==> config.mk <==
export PLATFORM = sky130hd
export DESIGN_NAME = apple2_io_top
export DESIGN_NICKNAME = d
export VERILOG_FILES = /design/src/apple2_video_pkg.sv /design/src/apple2_io_pkg.sv /design/src/apple2_reset_gen.sv /design/src/ps2_keyboard.sv /design/src/video_colorizer.sv /design/src/speaker_dac.sv /design/src/apple2_io_top.sv
export SDC_FILE = /design/constraint.sdc
export NUM_CORES = 1
export LEC_CHECK = 0
export BUFFER_PORTS_ARGS = -buffer_cell sky130_fd_sc_hd__buf_2
export CORE_AREA = 2 2 119 121
export CTS_CLUSTER_DIAMETER = 120
export CTS_CLUSTER_SIZE = 28
export DETAILED_ROUTE_END_ITERATION = 7
export DIE_AREA = 0 0 121 123
export RECOVER_POWER = 50
export SKIP_LAST_GASP = 1
export SLEW_MARGIN = 20
export SYNTH_ARGS = -nofsm -noshare
export SYNTH_HDL_FRONTEND = slang
export SYNTH_SLANG_ARGS = --single-unit
==> constraint.sdc <==
create_clock -name clk_14m -period 6.1 [get_ports clk_14m]
set_input_delay 0 -clock clk_14m [delete_from_list [all_inputs] [get_ports clk_14m]]
set_output_delay 0 -clock clk_14m [all_outputs]
set_load 0.02 [all_outputs]
==> src/apple2_video_pkg.sv <==
`default_nettype none

package apple2_video_pkg;

	typedef enum logic [1:0] {
		SCREEN_GREEN = 2'd0,
		SCREEN_WHITE = 2'd1,
		SCREEN_COLOR = 2'd2
	} screen_type_t; // same coding as status[2:1]

	typedef struct packed {
		logic [7:0] r;
		logic [7:0] g;
		logic [7:0] b;
	} rgb_t;

	// indexed by the 4-bit window after rotation to phase 0
	localparam rgb_t ARTIFACT_PALETTE [16] = '{
		'{8'h00, 8'h00, 8'h00}, // black
		'{8'hE3, 8'h1E, 8'h60}, // magenta
		'{8'h60, 8'h4E, 8'hBD}, // dark blue
		'{8'hFF, 8'h44, 8'hFD}, // purple
		'{8'h00, 8'hA3, 8'h60}, // dark green
		'{8'h9C, 8'h9C, 8'h9C}, // grey
		'{8'h14, 8'hCF, 8'hFD}, // medium blue
		'{8'hD0, 8'hC3, 8'hFF}, // light blue
		'{8'h60, 8'h72, 8'h03}, // brown
		'{8'hFF, 8'h6A, 8'h3C}, // orange
		'{8'h9C, 8'h9C, 8'h9C}, // grey
		'{8'hFF, 8'hA0, 8'hD0}, // pink
		'{8'h14, 8'hF5, 8'h3C}, // green
		'{8'hD0, 8'hDD, 8'h8D}, // yellow
		'{8'h72, 8'hFF, 8'hD0}, // aqua
		'{8'hFF, 8'hFF, 8'hFF}  // white
	};

	localparam rgb_t MONO_GREEN = '{8'h00, 8'hFF, 8'h00}; // green phosphor
	localparam rgb_t MONO_WHITE = '{8'hFF, 8'hFF, 8'hFF};

endpackage

`default_nettype wire

==> src/apple2_io_pkg.sv <==
`default_nettype none

package apple2_io_pkg;

	localparam logic [7:0] PS2_BREAK = 8'hF0;
	localparam logic [7:0] PS2_EXTEND = 8'hE0;

	// about 140 us at 14.3 MHz, longer than the slowest PS/2 bit
	localparam int PS2_IDLE_CYCLES = 2000;

	localparam int SPK_LEVEL_HIGH = 3; // in quarters of full scale
	localparam int SPK_LEVEL_LOW = 1;

	function automatic int spk_level(input int width, input int quarters);
		return (quarters << width) >> 2;
	endfunction

	// set 2 make codes to Apple ASCII, zero when unmapped
	localparam logic [7:0] SCANCODE_ASCII [256] = '{
		8'h1C: 8'h41, 8'h32: 8'h42, 8'h21: 8'h43, 8'h23: 8'h44,
		8'h24: 8'h45, 8'h2B: 8'h46, 8'h34: 8'h47, 8'h33: 8'h48,
		8'h43: 8'h49, 8'h3B: 8'h4A, 8'h42: 8'h4B, 8'h4B: 8'h4C,
		8'h3A: 8'h4D, 8'h31: 8'h4E, 8'h44: 8'h4F, 8'h4D: 8'h50,
		8'h15: 8'h51, 8'h2D: 8'h52, 8'h1B: 8'h53, 8'h2C: 8'h54,
		8'h3C: 8'h55, 8'h2A: 8'h56, 8'h1D: 8'h57, 8'h22: 8'h58,
		8'h35: 8'h59, 8'h1A: 8'h5A,
		8'h45: 8'h30, 8'h16: 8'h31, 8'h1E: 8'h32, 8'h26: 8'h33,
		8'h25: 8'h34, 8'h2E: 8'h35, 8'h36: 8'h36, 8'h3D: 8'h37,
		8'h3E: 8'h38, 8'h46: 8'h39,
		8'h29: 8'h20, 8'h5A: 8'h0D, 8'h66: 8'h08,
		default: 8'h00
	};

endpackage

`default_nettype wire

==> src/apple2_reset_gen.sv <==
`timescale 1ns/1ps
`default_nettype none

module apple2_reset_gen #(
	parameter int POR_BITS = 22,
	parameter int FLASH_BITS = 22
) (
	input  logic clk_14m,
	input  logic rst,
	output logic sys_reset,
	output logic flash_clk
);

	logic                  por_active;
	logic [POR_BITS-1:0]   por_cnt;
	logic [FLASH_BITS-1:0] flash_cnt;

	assign sys_reset = rst | por_active; // follows rst at once, then stretched

	always_ff @(posedge clk_14m) begin
		if (rst) begin
			por_active <= 1'b1;
			por_cnt <= '0;
		end else if (por_active) begin
			por_cnt <= por_cnt + 1'b1;
			if (&por_cnt)
				por_active <= 1'b0; // 2^POR_BITS cycles done
		end
	end

	// blink clock for flashing characters
	always_ff @(posedge clk_14m) begin
		if (sys_reset) begin
			flash_cnt <= '0;
			flash_clk <= 1'b0;
		end else begin
			flash_cnt <= flash_cnt + 1'b1;
			if (&flash_cnt)
				flash_clk <= ~flash_clk;
		end
	end

endmodule

`default_nettype wire

==> src/ps2_keyboard.sv <==
`timescale 1ns/1ps
`default_nettype none

module ps2_keyboard (
	input  logic       clk_14m,
	input  logic       rst,
	input  logic       ps2_clk,
	input  logic       ps2_data,
	input  logic       read,
	output logic [7:0] k
);

	import apple2_io_pkg::*;

	localparam int IDLE_W = $clog2(PS2_IDLE_CYCLES + 1);

	logic [1:0]        clk_sync;
	logic [1:0]        data_sync;
	logic              clk_prev;
	logic              fall;
	logic [10:0]       frame;
	logic [10:0]       frame_next;
	logic [3:0]        bit_cnt;
	logic [IDLE_W-1:0] idle_cnt;
	logic              frame_end;
	logic              frame_ok;
	logic [7:0]        code;
	logic [7:0]        ascii;
	logic              skip_next;

	assign fall = clk_prev & ~clk_sync[1];
	assign frame_next = {data_sync[1], frame[10:1]}; // lsb first
	assign frame_end = fall && (bit_cnt == 4'd10); // stop bit arriving now
	assign code = frame_next[8:1];
	// start 0, stop 1, odd parity over data and parity bit
	assign frame_ok = !frame_next[0] && frame_next[10] && (^frame_next[9:1]);
	assign ascii = SCANCODE_ASCII[code];

	always_ff @(posedge clk_14m) begin
		if (rst) begin
			clk_sync <= 2'b11; // lines idle high
			data_sync <= 2'b11;
			clk_prev <= 1'b1;
		end else begin
			clk_sync <= {clk_sync[0], ps2_clk};
			data_sync <= {data_sync[0], ps2_data};
			clk_prev <= clk_sync[1];
		end
	end

	always_ff @(posedge clk_14m) begin
		if (fall)
			frame <= frame_next;
	end

	always_ff @(posedge clk_14m) begin
		if (rst) begin
			bit_cnt <= '0;
			idle_cnt <= '0;
			skip_next <= 1'b0;
			k <= '0;
		end else begin
			if (fall) begin
				idle_cnt <= '0;
				bit_cnt <= frame_end ? 4'd0 : bit_cnt + 4'd1;
			end else if (bit_cnt != 4'd0) begin
				// mid-frame with no clock, drop the partial frame
				if (idle_cnt == IDLE_W'(PS2_IDLE_CYCLES - 1)) begin
					bit_cnt <= '0;
					idle_cnt <= '0;
				end else begin
					idle_cnt <= idle_cnt + 1'b1;
				end
			end

			if (read)
				k[7] <= 1'b0; // strobe acknowledged

			// a new key wins over the read pulse
			if (frame_end && frame_ok) begin
				if (code == PS2_BREAK || code == PS2_EXTEND)
					skip_next <= 1'b1;
				else if (skip_next)
					skip_next <= 1'b0; // byte after a prefix
				else if (ascii != 8'h00)
					k <= {1'b1, ascii[6:0]};
			end
		end
	end

endmodule

`default_nettype wire

==> src/video_colorizer.sv <==
`timescale 1ns/1ps
`default_nettype none

module video_colorizer (
	input  logic                         clk_14m,
	input  logic                         rst,
	input  logic                         video,
	input  logic                         color_line,
	input  logic                         ld194,
	input  logic                         hbl,
	input  logic                         vbl,
	input  apple2_video_pkg::screen_type_t screen_type,
	output logic [7:0]                   vga_r,
	output logic [7:0]                   vga_g,
	output logic [7:0]                   vga_b
);

	import apple2_video_pkg::*;

	logic [3:0] window;
	logic [1:0] phase;
	rgb_t       pix_next;
	rgb_t       pix_q;

	function automatic logic [3:0] rotl4(input logic [3:0] w, input logic [1:0] n);
		logic [7:0] twice;
		twice = {w, w};
		return twice[7 - n -: 4];
	endfunction

	always_comb begin
		pix_next = '0;
		if (hbl || vbl) begin
			pix_next = '0; // blanking
		end else if (screen_type == SCREEN_COLOR && color_line) begin
			pix_next = ARTIFACT_PALETTE[rotl4(window, phase)];
		end else if (window[0]) begin
			case (screen_type)
				SCREEN_GREEN: pix_next = MONO_GREEN;
				SCREEN_WHITE: pix_next = MONO_WHITE;
				default:      pix_next = MONO_WHITE; // text lines in color mode
			endcase
		end
	end

	always_ff @(posedge clk_14m) begin
		window <= {window[2:0], video};
	end

	always_ff @(posedge clk_14m) begin
		if (rst) begin
			phase <= '0;
			pix_q <= '0;
		end else begin
			phase <= ld194 ? 2'd0 : phase + 2'd1; // aligned to the 194 load
			pix_q <= pix_next;
		end
	end

	assign vga_r = pix_q.r;
	assign vga_g = pix_q.g;
	assign vga_b = pix_q.b;

endmodule

`default_nettype wire

==> src/speaker_dac.sv <==
`timescale 1ns/1ps
`default_nettype none

module speaker_dac #(
	parameter int DAC_WIDTH = 8
) (
	input  logic clk_14m,
	input  logic rst,
	input  logic speaker,
	output logic audio
);

	import apple2_io_pkg::*;

	localparam logic [DAC_WIDTH-1:0] LEVEL_HIGH =
		DAC_WIDTH'(spk_level(DAC_WIDTH, SPK_LEVEL_HIGH));
	localparam logic [DAC_WIDTH-1:0] LEVEL_LOW =
		DAC_WIDTH'(spk_level(DAC_WIDTH, SPK_LEVEL_LOW));

	logic [DAC_WIDTH-1:0] level;
	logic [DAC_WIDTH:0]   acc;

	assign level = speaker ? LEVEL_HIGH : LEVEL_LOW;

	always_ff @(posedge clk_14m) begin
		if (rst)
			acc <= '0;
		else
			acc <= {1'b0, acc[DAC_WIDTH-1:0]} + {1'b0, level}; // carry is dropped next cycle
	end

	assign audio = acc[DAC_WIDTH];

endmodule

`default_nettype wire

==> src/apple2_io_top.sv <==
`timescale 1ns/1ps
`default_nettype none

module apple2_io_top #(
	parameter int POR_BITS = 22,
	parameter int FLASH_BITS = 22,
	parameter int DAC_WIDTH = 8
) (
	input  logic                         clk_14m,
	input  logic                         rst,
	input  logic                         ps2_clk,
	input  logic                         ps2_data,
	input  logic                         read,
	input  logic                         video,
	input  logic                         color_line,
	input  logic                         ld194,
	input  logic                         hbl,
	input  logic                         vbl,
	input  apple2_video_pkg::screen_type_t screen_type,
	input  logic                         speaker,
	output logic                         sys_reset,
	output logic                         flash_clk,
	output logic [7:0]                   k,
	output logic [7:0]                   vga_r,
	output logic [7:0]                   vga_g,
	output logic [7:0]                   vga_b,
	output logic                         audio_l,
	output logic                         audio_r
);

	apple2_reset_gen #(
		.POR_BITS   (POR_BITS),
		.FLASH_BITS (FLASH_BITS)
	) reset_gen0 (
		.clk_14m   (clk_14m),
		.rst       (rst),
		.sys_reset (sys_reset),
		.flash_clk (flash_clk)
	);

	ps2_keyboard keyboard0 (
		.clk_14m  (clk_14m),
		.rst      (sys_reset),
		.ps2_clk  (ps2_clk),
		.ps2_data (ps2_data),
		.read     (read),
		.k        (k)
	);

	video_colorizer colorizer0 (
		.clk_14m     (clk_14m),
		.rst         (sys_reset),
		.video       (video),
		.color_line  (color_line),
		.ld194       (ld194),
		.hbl         (hbl),
		.vbl         (vbl),
		.screen_type (screen_type),
		.vga_r       (vga_r),
		.vga_g       (vga_g),
		.vga_b       (vga_b)
	);

	speaker_dac #(
		.DAC_WIDTH (DAC_WIDTH)
	) dac0 (
		.clk_14m (clk_14m),
		.rst     (sys_reset),
		.speaker (speaker),
		.audio   (audio_l)
	);

	assign audio_r = audio_l; // mono speaker on both channels

endmodule

`default_nettype wire

# Word level (Yosys, flattened, before mapping)

Memories as Yosys holds them, arrays and structs flattened.
Index checks and enable logic that the tools add are counted.

Register bits after elaboration: 125
Bits in read-only memories: 2,432
Bits of input ports: 13
Output and inout port bits: 36
Memories: 2

Add/subtract/negate cells: 7
Magnitude comparators: 2
Eq/ne operators: 5
Shift-type cells: 1
Muxes and demuxes: 21
Bitwise logic cells: 8
Reduce and logical (&&, ||, !) cells: 21

Memory list:

| memory           | depth | width | read ports | clocked after memory_dff | wr ports | RTL line              | text |
|---|---|---|---|---|---|---|---|
| (name not given) | 256   | 8     | 1          | 0                        | 0        | ps2_keyboard.sv:37    | `assign ascii = SCANCODE_ASCII[code];` |
| (name not given) | 16    | 24    | 1          | 0                        | 0        | video_colorizer.sv:36 | `pix_next = ARTIFACT_PALETTE[rotl4(window, phase)];` |

Operators by type and width:

| cell                    | count |
|---|---|
| $mux W24                | 5 |
| $mux W8                 | 7 |
| $add A22 B1 Y22 const B | 2 |
| $reduce_and A22 Y1      | 2 |
| $shiftx A11 B33 Y4      | 1 |
| $eq A8 B8 Y1 const B    | 2 |
| $mux W4                 | 4 |
| $add A11 B1 Y11 const B | 1 |
| $eq A11 B11 Y1 const B  | 1 |
| $mux W11                | 1 |
| $add A8 B8 Y9           | 1 |
| $ge A9 B9 Y1 const B    | 1 |
| $not A8 Y9              | 1 |
| $reduce_xor A9 Y1       | 1 |
| $reduce_bool A8 Y1      | 1 |
| $reduce_or A2 Y1        | 3 |
| $ge A5 B5 Y1 const B    | 1 |
| $logic_and A1 B1 Y1     | 5 |
| $not A4 Y5              | 1 |
| $add A4 B1 Y4 const B   | 1 |
| $eq A4 B4 Y1 const B    | 1 |
| $mux W1                 | 4 |
| $not A1 Y1              | 4 |
| $reduce_and A4 Y1       | 1 |
| 11 further kinds        | 13 |

# Depth between registers and ports, before layout

Depth after elaboration: 9
Gate-level depth with buffers: 11

# Modules after synthesis

Synthesis repeated with hierarchy kept, for this count alone.

Cells, all modules: 761
Area, all modules: 6,570.1 µm²

Modules (own cells, without submodules):

| module           | instances | cells an instance | area an instance (µm²) | sequential area each (µm²) |
|---|---|---|---|---|
| ps2_keyboard     | 1         | 290               | 2,576.2                | 880.8 |
| apple2_reset_gen | 1         | 244               | 2,080.7                | 920.9 |
| video_colorizer  | 1         | 219               | 1,809.2                | 580.6 |
| speaker_dac      | 1         | 7                 | 96.3                   | 60.1 |
| apple2_io_top    | 1         | 1                 | 7.5                    | 0.0 |

# Worst setup path before layout

Ideal clock, no wire load.

Path kind: register to register
Start point: register keyboard0.frame[2]
End point: register keyboard0.k[5]
Setup time: 121 ps
Arrival: 2,723 ps
Required time: 5,979 ps
Setup slack: 3,256 ps
Stages on the path, launching flop included: 10
Path buffers: 0
Clock period less this slack: 2,844 ps
Path through: edfxtp_1 > inv_1 > ha_1 > nor2b_4 > a21oi_1 > mux4_2 > a2111oi_4 > nor4_4 > a31oi_4 > mux2_4

Word-level cells in the longest chain between the ends: 6

Ends and longest elaborated chain:

| item                                        | RTL line           | text |
|---|---|---|
| from (decl)                                 | ps2_keyboard.sv:21 | `logic [10:0] frame;` |
| from (signal assigned)                      | ps2_keyboard.sv:53 | `frame <= frame_next;` |
| $not A8 Y9 (implied by the code)            | ps2_keyboard.sv:37 |  |
| $mem_v2 Z256 W8                             | --                 |  |
| $mux W8 (implied by the code) (2 in series) | ps2_keyboard.sv:37 |  |
| $reduce_bool A8 Y1                          | ps2_keyboard.sv:85 | `else if (ascii != 8'h00)` |
| $reduce_and A4 Y1 (no line)                 | --                 |  |
| to (signal assigned)                        | ps2_keyboard.sv:86 | `k <= {1'b1, ascii[6:0]};` |
| to (decl)                                   | ps2_keyboard.sv:10 | `output logic [7:0] k` |

Parallel ways exist; a longest one is shown, timed or not. The select of a mux whose other input is x is not followed.
A chain may end at the register's enable or synchronous reset.

# Final worst setup path

Same ends and word-level chain as after synthesis.

==> out/qor.txt <==
Internal = 1.588 mW
sequential cell area fraction in the yosys report = 0.4102
Sw Share = 0.1926
grt total ovfl = 0
# diodes = 0
worst reg-to-reg setup slack = 2920 ps
initial core utilization = 0.4374
clock buffer depth = 2
unrepaired setup endpoints after global routing = false
worst-margin pin slew = 1322 ps
via count = 4771
CP top delay family = multiplexers
Fillers = 1230
Clk pin slew, worst setup/hold paths = 50 ps
number of buffers and inverters on the critical path = 1
setup violators final = 0
Post-synth EDFFs = 10
hold crit path type = input port to flop
Syn Std Cell Area = 0.005954 mm2
die area = 0.01488 mm2
footprint of the multi-input gates = 0.003267 mm2
Finished Core Util = 0.5123
Yosys Warn Count = 0
DR pass1 iterations = 5
Core Region = 0.01361 mm2
Yosys top cell by area = dfxtp_1
slowest cell delay on critical path = 540 ps
sequential share of power = 0.397
Max VDD drop = 0.1964 mV
CP required = 6400 ps
Top FF cell, synth = dfxtp_1
Hold Crit Depth = 2
register area = 0.002442 mm2
Net Sw Power = 0.3787 mW
DRC errors left = 0
WS Path Type = flop to flop
CTS Hold Bufs = 6
reg2reg start = keyboard0.frame[2]$_DFFE_PP_
DP HPWL = 8216 um
layout cells sized above 1 = 0.08750
post-cts sizing count = 0
chip height = 123 um
Comb pwr share = 0.029
syn avg cell area = 8.887 um2
minimum clock period = 3180 ps
status = finished clean
Cells after Synth = 670
endpoints failing hold = 0
DIE WIDTH = 121 um
vias in the first global route = 4556
Iter 0 DRT Violations = 416
number of buffers added for setup after CTS = 0
hold path endpoint = reset_gen0.por_cnt[5]$_SDFFE_PP0P_
Period Utilization, post-route = 0.5213
IO Port Bufs = 48
Startpoint Class = flop
Layout area overhead = 17.10%
CTS tree = yes
post-synth top area share = 0.3597
max_cap viols = 0
synth unique cells = 69
CTS Buf Count = 17
Final Skew = 7.543 ps
top-count cell post-synth = dfxtp_1
maximum net fanout on the critical path = 9
clock network fraction of design power = 0.574
Crit. End Element = flop
NumNets Final = 747
syn nets = 710
htree depth = 4
hold_sp = rst
number of I/O pins = 49
Avg WL per Cell = 13.53 um
Max Slew Vio Count = 0
Clock Latency Late Sink = 410 ps
root buffer cell = clkbuf_16
TNS Setup = 0 ps
CTS sink cnt = 117
largest net degree at the start of global routing = 32
Overall Global Routing Usage = 0.1720
DRT antenna net count = 0
R2R depth = 9
first-pass GRT wire length = 20730 um
Avg Vias per Cell = 5.301
Async S/R FF share, synth = 0
top cells by count, synth = dfxtp_1, nor2_1, nand2_1
worst path cell trace = inv_1 -> ha_1 -> nor2b_4 -> a21oi_1 -> mux4_2 -> a2111oi_4 -> nor4_4 -> a31oi_4 -> mux2_4
Worst path slowest cell = mux4_2
WL final = 12180 um
Final GP Congestion = 0.8963
initial antenna violation count = 0
# rows = 43
largest cells by area after synthesis = dfxtp_1, ha_1, nor2_1, edfxtp_1, xor2_1
RR Endpoint = keyboard0.k[5]$_SDFFE_PP0P_
power per cell area = 282.0 mW/mm2
worst endpoint data arrival time = 3480 ps
Fmax = 0.3145 GHz
Max-Slew Margin vs Limit = 0.1186
leakage power = 2.562 nW
FF+latch count, synth = 117
## state kept, by name (all words and copies together) (netlist names), 2 cells and up
signal and cells:
colorizer0.vga_r 8, keyboard0.clk_sync 2, colorizer0.vga_b 7, reset_gen0.por_cnt 22, colorizer0.window 4, keyboard0.data_sync 2
colorizer0.phase 2, colorizer0.vga_g 8, keyboard0.k 8, reset_gen0.flash_cnt 22, dac0.acc 3, keyboard0.idle_cnt 11
keyboard0.bit_cnt 4, keyboard0.frame 10
## stage by stage
stage               cell area [um2]  setup slack (ps)  cells  power, mW  hold WS, ps
detailed placement             6284              2967    862     0.8499        103.6
CTS                            7024              2949    900      1.989        11.32
floorplan                      5954              3256    670     0.8361        27.72
global placement               6284              2997    862     0.8490        104.9
finish                         6973              2920    900      1.966        19.63
global route                   6973              2703    900      2.036        50.46
## layout by cell type, fill, tap and decap left out, drive strengths merged, types with 4 or more instances in the layout
master       instances
xnor2               17
xor2                34
nor2b                8
o21ai               35
ha                  26
o21a                 4
dlygate4sd3          6
dfxtp              107
clkbuf              56
bufinv               6
o221ai               4
nor3                 6
nand2               63
a31oi                6
mux2i               12
and2                11
o211ai              10
edfxtp              10
a21oi               39
mux4                 5
or3                 12
clkinv               7
nand2b              10
nor2                81
and4                 5
buf                 15
and3                11
nand3               28
mux2                 5
nand4               12
inv                 21
## worst max path at each step
stage | from | end | slack, ps | cells past startpoint
after floorplan | keyboard0.frame[2]$_DFFE_PP_ | keyboard0.k[5]$_SDFFE_PP0P_ | 3260 | 9
after global placement | keyboard0.frame[2]$_DFFE_PP_ | keyboard0.k[5]$_SDFFE_PP0P_ | 3000 | 9
after detailed placement | keyboard0.frame[2]$_DFFE_PP_ | keyboard0.k[5]$_SDFFE_PP0P_ | 2970 | 9
after CTS | keyboard0.frame[2]$_DFFE_PP_ | keyboard0.k[5]$_SDFFE_PP0P_ | 2950 | 9
after global routing | keyboard0.frame[3]$_DFFE_PP_ | keyboard0.k[5]$_SDFFE_PP0P_ | 2700 | 9
final | keyboard0.frame[2]$_DFFE_PP_ | keyboard0.k[5]$_SDFFE_PP0P_ | 2920 | 9
## routing by layer
metal  GRT usage  vias up  share of wire
met1      0.2211     2227           0.48
met2      0.2721       93           0.46
met3     0.04197       23          0.039
met5           0        -              0
met4     0.08212        0          0.023
li1            -     2428              -
## power by group through the flow
| stage | sequential [mW] | clock, mW | combinational (mW) |
|---|---|---|---|
| floorplan | 0.796 | 0 | 0.0405 |
| global placement | 0.796 | 0 | 0.0526 |
| detailed placement | 0.797 | 0 | 0.0532 |
| CTS | 0.780 | 1.15 | 0.0566 |
| global route | 0.780 | 1.19 | 0.0648 |
| finish | 0.781 | 1.13 | 0.0572 |
## kinds of logic after synthesis
logic type / synth area share
AND/OR/NAND/NOR: 0.2175
AO/OA/AOI/OAI: 0.1433
flip-flops: 0.4102
buffers and inverters: 0.04244
XOR/XNOR: 0.07880
adder cells (fa/ha/maj): 0.05800
multiplexers: 0.04980
## worst register-to-register path, cell delays in order (launching register included)
cell and delay (ps):
edfxtp_1 520, inv_1 200, ha_1 320, nor2b_4 240, a21oi_1 70, mux4_2 540
a2111oi_4 440, nor4_4 110, a31oi_4 310, mux2_4 320
## area by class of cell
class | instances | share of cell area
well taps | 180 | 0.03230
repair buffers | 58 | 0.04001
flip-flops and latches | 117 | 0.3503
multi-input cells | 492 | 0.4685
inverters | 21 | 0.01130
clock buffers | 19 | 0.06514
clock inverters | 13 | 0.03248
Power figures use the tool's default switching activity.
